===== src/pipe_pkg.sv =====
`default_nettype none

package pipe_pkg;

  typedef logic [31:0] data_t;
  typedef logic [4:0]  reg_idx_t;
  typedef logic [4:0]  rob_idx_t;

  typedef enum logic [2:0] {
    ALU_ADD  = 3'd0,
    ALU_SUB  = 3'd1,
    ALU_AND  = 3'd2,
    ALU_OR   = 3'd3,
    ALU_XOR  = 3'd4,
    ALU_SLL  = 3'd5,
    ALU_SRL  = 3'd6,
    ALU_ADDI = 3'd7
  } alu_op_t;

  // Instruction word layout
  localparam int OP_HI  = 31;
  localparam int OP_LO  = 29;
  localparam int RD_HI  = 28;
  localparam int RD_LO  = 24;
  localparam int RA_HI  = 23;
  localparam int RA_LO  = 19;
  localparam int RB_HI  = 18;
  localparam int RB_LO  = 14;
  localparam int IMM_HI = 13;
  localparam int IMM_LO = 0;

  typedef struct packed {
    alu_op_t  op;
    reg_idx_t rd;
    reg_idx_t ra;
    reg_idx_t rb;
    data_t    imm;
    data_t    pc;
  } dec_inst_t;

  typedef struct packed {
    dec_inst_t inst;
    rob_idx_t  slot;
  } iq_entry_t;

  typedef struct packed {
    alu_op_t  op;
    rob_idx_t slot;
    data_t    a;
    data_t    b;
  } ex_req_t;

  // Destination and pc handed to the ROB with a reservation
  typedef struct packed {
    reg_idx_t rd;
    data_t    pc;
  } rob_alloc_t;

  typedef struct packed {
    logic     valid;
    rob_idx_t slot;
    data_t    result;
  } rob_wr_t;

  typedef struct packed {
    logic  hit;
    logic  done;
    data_t value;
  } rob_lookup_t;

  typedef struct packed {
    logic     valid;
    data_t    pc;
    reg_idx_t rd;
    data_t    value;
  } retire_t;

endpackage

`default_nettype wire


===== src/circ_buf.sv =====
`timescale 1ns/1ns
`default_nettype none

module circ_buf import pipe_pkg::*; #(
  parameter int DEPTH = 8
) (
  input  logic      clock,
  input  logic      rst_n,
  input  logic      push,
  input  iq_entry_t new_entry,
  input  logic      pop,
  output iq_entry_t head,
  output logic      not_empty,
  output logic      full
);

  localparam int AW = $clog2(DEPTH);
  localparam logic [AW:0] CAP = (AW + 1)'(DEPTH);

  iq_entry_t     mem [DEPTH];
  logic [AW-1:0] head_q;
  logic [AW-1:0] tail_q;
  logic [AW:0]   count_q;

  assign head      = mem[head_q];
  assign not_empty = (count_q != '0);
  assign full      = (count_q == CAP);

  always_ff @(posedge clock) begin
    if (!rst_n) begin
      head_q  <= '0;
      tail_q  <= '0;
      count_q <= '0;
    end else begin
      if (push)
        tail_q <= tail_q + 1'b1;
      if (pop)
        head_q <= head_q + 1'b1;
      case ({push, pop})
        2'b10:   count_q <= count_q + 1'b1;
        2'b01:   count_q <= count_q - 1'b1;
        default: count_q <= count_q;
      endcase
    end
  end

  always_ff @(posedge clock) begin
    if (push)
      mem[tail_q] <= new_entry;
  end

endmodule

`default_nettype wire


===== config.mk =====
export PLATFORM = sky130hd
export DESIGN_NAME = circ_buf
export DESIGN_NICKNAME = d
export VERILOG_FILES = /design/src/pipe_pkg.sv /design/src/circ_buf.sv
export SDC_FILE = /design/constraint.sdc
export NUM_CORES = 1
export LEC_CHECK = 0
export ABC_AREA = 1
export BUFFER_PORTS_ARGS = -buffer_cell sky130_fd_sc_hd__buf_2
export CAP_MARGIN = 20
export CORE_MARGIN = 4
export CORE_UTILIZATION = 55
export CTS_CLUSTER_DIAMETER = 200
export CTS_CLUSTER_SIZE = 12
export DETAILED_ROUTE_END_ITERATION = 8
export GPL_TIMING_DRIVEN = 1
export PLACE_DENSITY = 0.73
export SKIP_CTS_REPAIR_TIMING = 1
export SLEW_MARGIN = 20
export SYNTH_ARGS = -nofsm -noshare
export SYNTH_HDL_FRONTEND = slang
export SYNTH_SLANG_ARGS = --single-unit

===== constraint.sdc =====
create_clock -name clock -period 6.45 [get_ports clock]
set_input_delay 0.3225 -clock clock [delete_from_list [all_inputs] [get_ports clock]]
set_output_delay 0.3225 -clock clock [all_outputs]
set_load 0.03 [all_outputs]

; Word-level counts from Yosys, hierarchy flattened
; Memory sizes are Yosys's and may differ from the RTL's. A register that Yosys moved wholly into a read port is not among the register bits.
; Cells that the tools add are included.
[totals]
inputBits = 91
mem_bits_rw = 696
mem_count = 1
elab_cells = 18
ff_bits = 10
out_inout_bits = 89
[classes]
n_addsub = 4
reduce_logical = 2
n_eq_ne = 3
muxes = 5
[mem_list]
columns = memory, words, width, rd, rd_clocked_by_memory_dff, write_ports, line_no
row1 = mem, 8, 87, 1, 1, 1, circ_buf.sv:20  ; iq_entry_t mem [DEPTH];
[op_table]
columns = cell, n
row1 = $pmux 4 s2, 1
row2 = $add 3x1->3 const B, 2
row3 = $mux 3, 2
row4 = $add 4x1->4 const B, 1
row5 = $eq 4x4->1 const B, 1
row6 = $reduce_bool 4->1, 1
row7 = $sub 4x1->4 const B, 1
row8 = $eq 2x1->1 const B, 1
row9 = $eq 2x2->1 const B, 1
row10 = $mux 1, 2
row11 = $reduce_bool 2->1, 1

; Logic depth before layout (Yosys ltp)
; Gate-level depths: netlist of run 1.
[depth]
ltp_word = 3
mapped_depth = 11
depth_no_buf = 11

; Worst setup path after synthesis of run 1
; OpenSTA, ideal clock, no wires.
[synth_path]
kind = input-to-reg
startpoint = input push
endpoint = memory mem[0][0] in the netlist's numbering (enable)
path_slack_ns = 1.571
n_path_buf = 0
cell_stages = 3
setup_ns = 0.533
required_ns = 5.917
t_arrival_ns = 4.346
path_cell_list = inv_1 -> or2_2 -> nor2_1
[synth_between]
elab_chain_len = 2
[synth_rtl]
columns = item, line_no
row1 = from (decl), circ_buf.sv:9  ; input logic push,
row2 = $mux 1, circ_buf.sv:48  ; if (push)
row3 = $mux 1 (implied by the code), circ_buf.sv:49  ; mem[tail_q] <= new_entry;
row4 = to (decl), circ_buf.sv:20
; No other way between the ends.

==> run metrics, run 1 <==
highest achievable clock rate=229.1 MHz; Max-Cap Viols=0; RSZ-0062 raised after global routing=false; post-detailed-route wirelength per cell=20.49 um; Worst Tran Pin Value=1073 ps; mean area per synthesized cell=13.55 sq um; total number of vias=16441; worst supply voltage drop on vdd=0.0001779 V; count of pins over their slew limit=0; number of standard-cell rows in the floorplan=81; async set or reset register ratio after synthesis=0%; clock root buffer master=clkbuf_16; number of buffers created by CTS=69; Period Utilization, post-route=67.69%; Synth Cell Area=27670 sq um; Total Neg Setup Slack=0 ps; most common cell in the netlist=edfxtp_1; number of nets in the layout=2292; syn nets=2138; worst clock skew=17.02 ps; critical path startpoint category=register; proportion of netlist area held by the largest area contributor=75.54%; drt first pass iters=6; antenna-violating nets left=0; Gate Count Post-Synth=2042; Static Leak=10.64 nW; height of the chip=232.3 um; crit path time final=4366 ps; width of the chip=232.3 um; violated checks=negative hold slack; maximum number of pins on one net before global-route repair=209; top post-synthesis cells by count=edfxtp_1, nor2_1, nand2_1, o21ai_0, o21ai_1; most common flop cell mapped by yosys=edfxtp_1; number of flops mapped to enable cells by yosys=696; library cells used by synthesis=24; post-layout util=62.67%; power per unit of standard cell area=315.0 nW/um^2; Worst slew margin=28.48%; initial standard-cell utilization of the core=56.06%; post-CTS clock slew at the launch and capture registers of the worst setup and hold paths=60 ps; required time reported for the critical path endpoint=6130 ps; H-tree Lvls=3; arrival time at the worst endpoint=4040 ps; post-synthesis sequential element count=709; worst-case hold slack=-5.967 ps; Iteration-0 DRC Markers=1479; multi-input logic area=5821 sq um; chain of cells forming the critical path=buf_4 -> buf_4 -> nor2_1 -> nor2_1 -> o21ai_0 -> o21ai_1 -> nand2_1 -> nand2_1 -> buf_2; TritonCTS sink count=709; WP buf/inv=3; result of the run=finished with violations; Setup crit end kind=output port; final-report hold violation count=12; Placer Congestion=0.7451; clock tree from TritonCTS=yes; number of antenna violations at the first check in global routing=17; Seq/Total Area, Yosys=76.48%; die area=53960 sq um; Max stage delay cell, worst path=buf_4; Top Family by Delay on Critical Path=buffers and inverters; count of endpoints failing setup in the final report=0; Layout fillers=3597; synthesis warning total=0; remaining design rule violation count=0; number of buffers added on ports=179; first-pass GRT wire length=90730 um; slowest stage delay, CP=900 ps; fraction of final layout cells sized beyond drive strength 1=13.17%; dominant cells by area after synthesis=edfxtp_1, nor2_1, o21ai_0, nand2_1, mux2i_1; clk buf depth=3; clock latency at the later pin of the worst-skew pair=580 ps; HPWL after DPL=29730 um; DRT Wirelength=59090 um; core area=49360 sq um; number of global-route vias before repair=16073; critical path class=register to output port; Storage cell area=21170 sq um; worst hold-check path type=input pin to register; via-per-instance ratio=5.701; cell type with the largest total area after synthesis=edfxtp_1; Area growth, synth to finish=11.79%; top fanout value on the critical path=92; global route total overflow=0; gr usage total=21.77%; Top Ports=180
[layout by cell type (no fill, tap or decap), types with 8 or more instances in the layout]
cell,netlist,routed
inv_1,15,15
buf_4,10,22
mux2i_1,87,87
o21ai_0,259,259
edfxtp_1,696,696
o21ai_1,96,96
nor2_1,361,353
o22ai_1,87,87
dfxtp_1,13,10
a21oi_1,10,10
buf_2,29,179
clkbuf_16,0,71
clkbuf_1,59,12
nand2_1,276,276
nor2_4,0,8
diode_2,0,10
[through the flow]
step | cells | power [mW] | worst slack (ps) | cell area [sq um]
6_report | 2884 | 9.742 | 2084 | 30930
5_1_grt | 2882 | 10.10 | 1773 | 30930
4_1_cts | 2869 | 9.806 | 2093 | 30840
3_5_place_dp | 2784 | 6.345 | 2722 | 29000
3_3_place_gp | 2784 | 6.314 | 2734 | 29000
2_1_floorplan | 2042 | 6.035 | 1571 | 27670
[per-layer routing]
metal	routed length (um)	vias up	GRT usage, %
li1	-	7717	-
met1	24820	8062	29.57
met2	29010	524	35.97
met3	3709	122	3.938
met4	1437	16	7.416
met5	115	-	0
[power breakdown]
group	leakage [nW]	switching [mW]	total [mW]	internal, mW
clock	0.900	1.53	3.49	1.97
sequential	6.43	0.0467	5.22	5.17
combinational	3.31	0.741	1.03	0.290
[final timing paths]
check	end	cells after the start	slack, ps	startpoint
setup / recovery	head[48]	9	2080	register
hold / removal	mem[1][16]$_DFFE_PP_	1	-6	new_entry[16]
setup reg to reg	mem[0][52]$_DFFE_PP_	3	3890	tail_q[0]$_SDFFE_PN0P_
hold reg to reg	tail_q[0]$_SDFFE_PN0P_	2	510	tail_q[0]$_SDFFE_PN0P_
[layout make-up]
cell class	instances	share of cell area (%)
well taps	664	2.686
clock inverters	2	0.06472
flip-flops and latches	709	68.45
inverters	17	0.2346
multi-input cells	1191	18.82
repair buffers	208	3.778
diodes	10	0.08090
clock buffers	83	5.890
[state kept, by name (all words and copies together), names as in the netlist, named ones only]
| register | count |
|---|---|
| mem | 696 |
| tail_q | 3 |
| count_q | 4 |
| head_q | 3 |
[cell families after synthesis]
family,share of synthesized area [%]
buffers and inverters,2.704
XOR/XNOR,0.09498
adder cells (fa/ha/maj),0.2261
multiplexers,3.147
AND/OR/NAND/NOR,8.782
flip-flops,76.48
AO/OA/AOI/OAI,8.569
Note: power is estimated with default switching activity, not from simulation.
==> inputs of run 2 (changes only) <==
--- a/config.mk
+++ b/config.mk
@@ -9,12 +9,12 @@
 export BUFFER_PORTS_ARGS = -buffer_cell sky130_fd_sc_hd__buf_2
 export CAP_MARGIN = 20
 export CORE_MARGIN = 4
-export CORE_UTILIZATION = 55
+export CORE_UTILIZATION = 54
 export CTS_CLUSTER_DIAMETER = 200
 export CTS_CLUSTER_SIZE = 12
 export DETAILED_ROUTE_END_ITERATION = 8
 export GPL_TIMING_DRIVEN = 1
-export PLACE_DENSITY = 0.73
+export PLACE_DENSITY = 0.75
 export SKIP_CTS_REPAIR_TIMING = 1
 export SLEW_MARGIN = 20
 export SYNTH_ARGS = -nofsm -noshare
==> constraint.sdc (replaced) <==
create_clock -name clock -period 3.8 [get_ports clock]
set_input_delay 0.19 -clock clock [delete_from_list [all_inputs] [get_ports clock]]
set_output_delay 0.19 -clock clock [all_outputs]
set_load 0.03 [all_outputs]
==> run 2 against run 1 <==
  * Sequential power increased by 70%
  * Largest power group unchanged
  * Non-clock buffer count rose by 89
  * Design area is 3.6% higher
  * The run now ends clean
  * Register-to-register slack worse by 2300 ps
  * Setup slack got worse by 1600 ps
  * Global-route usage decreased by 0.34 points
  * Via count increased by 2.8%
  * Clock power rose by 73%
  * Die area grew 1.8%
  * Core utilization up 0.93 points
  * Power up 72%
==> run metrics, run 2 (same netlist as run 1, synthesis figures left out) <==
highest-count cells in the layout ignoring fill and taps=edfxtp_1, nor2_1, nand2_1; Top reg by flops=mem; WP buf/inv=2; Worst slew margin=33.66%; HPWL after DPL=29980 um; TritonCTS sink count=709; reg2reg setup slack=1620 ps; core area=50380 sq um; chain of cells forming the critical path=buf_12 -> nor2_1 -> nor2_1 -> o21ai_0 -> o21ai_1 -> nand2_1 -> nand2_1 -> buf_2; number of standard-cell rows in the floorplan=82; max layer used=met5; worst clock skew=22.31 ps; width of the chip=234.4 um; Top Registers=mem x696, count_q x4; Layout fillers=3546; maximum number of pins on one net before global-route repair=161; die area=54920 sq um; worst-case hold slack=387.7 ps; result of the run=finished clean; startpoint of the worst-slack reg-to-reg timing path=tail_q[0]$_SDFFE_PN0P_; global route total overflow=0; fraction of final layout cells sized beyond drive strength 1=12.95%; total number of vias=16908; launch point of the worst hold path=new_entry[32]; Worst Reg2Reg Path Length in Cells=3; Top Family by Delay on Critical Path=flip-flops; wire length the detailed router placed on met1=24810 um; amount of wire on met2 after detailed routing=30490 um; post-detailed-route wirelength per cell=20.26 um; clk buf depth=3; Worst Tran Pin Value=992.8 ps; clock root buffer master=clkbuf_16; critical path class=register to output port; Static Leak=11.08 nW; first-pass GRT wire length=90420 um; remaining design rule violation count=0; required time reported for the critical path endpoint=3610 ps; top fanout value on the critical path=160; Iteration-0 DRC Markers=1499; post-CTS clock slew at the launch and capture registers of the worst setup and hold paths=60 ps; non-filler instance count after layout=2975; count of endpoints failing setup in the final report=0; number of buffers added on ports=179; Max-Cap Viols=0; DRT Wirelength=60280 um; clock tree from TritonCTS=yes; Period Utilization, post-route=85.97%; antenna-violating nets left=0; worst supply voltage drop on vdd=0.0003021 V; height of the chip=234.4 um; via-per-instance ratio=5.683; number of nets in the layout=2381; DP Cell Count=2796; worst hold-check path type=input pin to register; initial standard-cell utilization of the core=54.93%; Reg2Reg Capture Point=mem[7][36]$_DFFE_PP_; RSZ-0062 raised after global routing=false; critical path startpoint category=register; H-tree Lvls=3; flip-flop count of the largest register after layout=696; capture endpoint of the worst hold path=mem[3][32]$_DFFE_PP_; highest achievable clock rate=306.1 MHz; Final Power=16.76 mW; clock latency at the later pin of the worst-skew pair=600 ps; metal3 WL=3675 um; hold path cells=2; Max stage delay cell, worst path=dfxtp_4; drt first pass iters=5; leading cell type in the layout, fill and taps excluded=edfxtp_1; Setup crit end kind=output port; final-report hold violation count=0; slowest stage delay, CP=740 ps; power per unit of standard cell area=523.3 nW/um^2; number of buffers created by CTS=69; number of antenna violations at the first check in global routing=4; gr usage total=21.42%; count of pins over their slew limit=0; Top Ports=180; number of global-route vias before repair=16551; crit path time final=3267 ps; Area growth, synth to finish=15.79%; Placer Congestion=0.7616; arrival time at the worst endpoint=3080 ps
-- run 2: metrics by stage --
step           TNS, ps  instance area [sq um]  utilization [%]  setup slack, ps
2_1_floorplan  -354130                  27680                -            -1018
3_3_place_gp         0                  29240            58.04             1339
3_5_place_dp         0                  29240            58.04             1201
4_1_cts              0                  31130            61.80            551.2
5_1_grt              0                  32030            63.59            409.1
6_report             0                  32040            63.60            533.3
-- run 2: power by group --
group	leakage [nW]	internal (mW)	switching, mW	total, mW
sequential	6.43	8.78	0.0788	8.86
clock	0.927	3.40	2.65	6.04
combinational	3.73	0.572	1.29	1.87
-- run 2: worst max-delay path by stage --
stage,end,cells after the start,startpoint
global placement,head[58],8,register
floorplan,mem[0][0]$_DFFE_PP_,2,tail_q[0]$_SDFFE_PN0P_
detailed placement,head[53],8,register
CTS,head[53],8,register
global route,head[53],8,register
finish,head[53],8,register
-- run 2: routing by layer --
layer  track usage [%]  vias up
met5                 0        -
met4             7.770        6
met3             4.470       99
met2             36.59      547
met1             27.38     8365
li1                  -     7891
-- run 2: layout make-up --
type	instances	area, sq um	share of cell area, %
timing repair buffer	297	2232	6.967
clock buffer	83	1843	5.753
sequential	709	21170	66.08
clock inverter	5	53.80	0.1679
multi-input combinational	1191	5821	18.17
tap	672	840.8	2.624
antenna	1	2.502	0.007811
inverter	17	72.57	0.2265
==> inputs of run 3 (changes only) <==
--- a/config.mk
+++ b/config.mk
@@ -5,7 +5,6 @@
 export SDC_FILE = /design/constraint.sdc
 export NUM_CORES = 1
 export LEC_CHECK = 0
-export ABC_AREA = 1
 export BUFFER_PORTS_ARGS = -buffer_cell sky130_fd_sc_hd__buf_2
 export CAP_MARGIN = 20
 export CORE_MARGIN = 4
==> run 3 against run 2 <==
  * Clock skew increased by 1.1 ps
  * Sequential share of layout area up 1.4 points
  * Highest routed layer unchanged
  * The run now ends with negative hold slack left
  * Design area fell by 2.1%
  * Register-to-register slack got worse by 30 ps
  * Largest power group unchanged
  * Sequential cell count unchanged
  * Combinational power down 14%
  * Critical endpoint is now head[59]
  * Non-clock buffer count down 1
  * Critical path depth decreased by 4
  * Die area is 3.1% lower
  * Largest cell class unchanged
  * Clock power is 2% lower
  * Setup slack better by 210 ps
==> run metrics, run 3 <==
result of the run=finished with violations; violated checks=negative hold slack; syn nets=1172; top fanout value on the critical path=48; critical path class=register to output port; H-tree Lvls=3; dominant cells by area after synthesis=edfxtp_1, mux4_2, mux2_2, dfxtp_1, buf_6; number of standard-cell rows in the floorplan=81; count of endpoints failing setup in the final report=0; HPWL after DPL=27100 um; chain of cells forming the critical path=buf_12 -> mux4_2 -> mux2_2 -> buf_2; remaining design rule violation count=0; number of nets in the layout=1488; TritonCTS sink count=709; number of buffers added on ports=179; Top Registers=mem x696, count_q x4; core area=48950 sq um; die area=53210 sq um; Top Ports=180; Max-Cap Viols=0; Iteration-0 DRC Markers=950; Setup crit end kind=output port; instance area after placement=28620 sq um; clk buf depth=3; worst hold-check path type=input pin to register; async set or reset register ratio after synthesis=0%; slowest stage delay, CP=740 ps; relative contribution of sequential cells to total power=53.9%; DRT Wirelength=51640 um; critical path startpoint category=register; most common flop cell mapped by yosys=edfxtp_1; mean area per synthesized cell=24.88 sq um; top post-synthesis cells by count=edfxtp_1, mux4_2, mux2_2, buf_6, clkbuf_1; width of the chip=230.7 um; WP buf/inv=2; via-per-instance ratio=5.856; synthesis warning total=0; worst clock skew=23.37 ps; number of flops mapped to enable cells by yosys=696; Combinational Power Share=9.8%; post-CTS clock slew at the launch and capture registers of the worst setup and hold paths=60 ps; gr usage total=19.53%; power per unit of standard cell area=522.6 nW/um^2; most common cell in the netlist=edfxtp_1; first-pass GRT wire length=77940 um; drt first pass iters=5; height of the chip=230.7 um; Top Family by Delay on Critical Path=multiplexers; reg2reg setup slack=1590 ps; Total Neg Setup Slack=0 ps; maximum number of pins on one net before global-route repair=79; required time reported for the critical path endpoint=3610 ps; crit path time final=3057 ps; post-synthesis sequential element count=709; Layout fillers=3155; Placer Congestion=0.7077; Area growth, synth to finish=17.20%; final-report hold violation count=2; cell type with the largest total area after synthesis=edfxtp_1; launch point of the worst hold path=pop; part of the total power dissipated in the clock network=36.2%; Final Power=16.40 mW; fraction of final layout cells sized beyond drive strength 1=39.67%; number of antenna violations at the first check in global routing=7; Top reg by flops=mem; highest achievable clock rate=327.1 MHz; count of pins over their slew limit=0; Worst slew margin=37.25%; total number of vias=12139; startpoint of the worst-slack reg-to-reg timing path=tail_q[0]$_SDFFE_PN0P_; library cells used by synthesis=27; flip-flop count of the largest register after layout=696; proportion of netlist area held by the largest area contributor=78.06%; RSZ-0062 raised after global routing=false; switching power=3.591 mW; worst supply voltage drop on vdd=0.0003343 V; switching power as a share of total power=21.90%; Period Utilization, post-route=80.46%; Worst Tran Pin Value=938.2 ps; post-layout util=64.10%; number of global-route vias before repair=12672; clock root buffer master=clkbuf_16; Synth Cell Area=26770 sq um; Gate Count Post-Synth=1076; worst-case hold slack=-8.862 ps; number of buffers created by CTS=69; Max stage delay cell, worst path=dfxtp_4; highest-count cells in the layout ignoring fill and taps=edfxtp_1, buf_2, mux4_2; Seq/Total Area, Yosys=79.04%; leading cell type in the layout, fill and taps excluded=edfxtp_1; clock latency at the later pin of the worst-skew pair=600 ps; post-detailed-route wirelength per cell=24.91 um; global route total overflow=0; arrival time at the worst endpoint=2870 ps; post-route cell area=31380 sq um; internal cell power=12.81 mW; antenna-violating nets left=0; Static Leak=10.03 nW; clock tree from TritonCTS=yes; initial standard-cell utilization of the core=54.69%
run 3: cell count changes after synthesis, moves of 25 or more:
cell,before,now
mux4_2,0,174
mux2_2,0,88
nand2_1,276,7
nor2_1,361,6
clkbuf_1,59,15
buf_2,29,4
o22ai_1,87,0
o21ai_1,96,0
o21ai_0,259,1
mux2i_1,87,4
run 3: final cells by class:
class	count	area [sq um]	area share (%)
flip-flops and latches	709	21170	67.47
diodes	5	12.51	0.03988
repair buffers	296	2160	6.883
clock inverters	6	55.05	0.1755
multi-input cells	315	5345	17.03
clock buffers	77	1799	5.734
well taps	664	830.8	2.648
inverters	1	3.754	0.01196
run 3: cell families after synthesis:
group | synth area share (%)
XOR/XNOR | 0.1963
AND/OR/NAND/NOR | 0.6356
flip-flops | 79.04
AO/OA/AOI/OAI | 0.1589
multiplexers | 18.49
buffers and inverters | 1.252
adder cells (fa/ha/maj) | 0.2337
run 3: tightest hold or removal path: cells and delay by family:
kind,cells,cell delay [ps]
simple gates,1,70
buf+inv,1,140
mux,1,150
run 3: power by group through the flow:
| stage | clock network (mW) | registers (mW) | logic (mW) |
|---|---|---|---|
| floorplan | 0 | 8.98 | 1.12 |
| finish | 5.94 | 8.84 | 1.61 |
| global placement | 0 | 9.00 | 1.53 |
| global route | 6.43 | 8.86 | 1.72 |
| CTS | 6.09 | 8.85 | 1.56 |
| detailed placement | 0 | 9.01 | 1.55 |
run 3: layer usage:
metal  vias to the layer above  routed length [um]  global-route usage [%]
met3                        65                2859                   4.307
met2                       377               26240                   31.90
li1                       5212                   -                       -
met4                         4                 861                   5.563
met5                         -                  26                       0
met1                      6481               21650                   27.17
run 3: path summary, 6_finish.rpt:
kind                                  end  depth (start not counted)
setup reg to reg     mem[0][84]$_DFFE_PP_                          3
hold reg to reg   count_q[3]$_SDFFE_PN0P_                          2
hold / removal                   register                          3
setup / recovery                 head[59]                          4
run 3: through the flow:
| step | setup slack, ps | hold slack, ps | cells |
|---|---|---|---|
| 5_1_grt | 535.2 | 12.86 | 2073 |
| 3_5_place_dp | 1297 | 459.6 | 1896 |
| 3_3_place_gp | 1315 | 452.0 | 1896 |
| 6_report | 742.7 | -8.862 | 2073 |
| 4_1_cts | 628.2 | -180.3 | 1979 |
| 2_1_floorplan | -904.2 | 288.9 | 1076 |
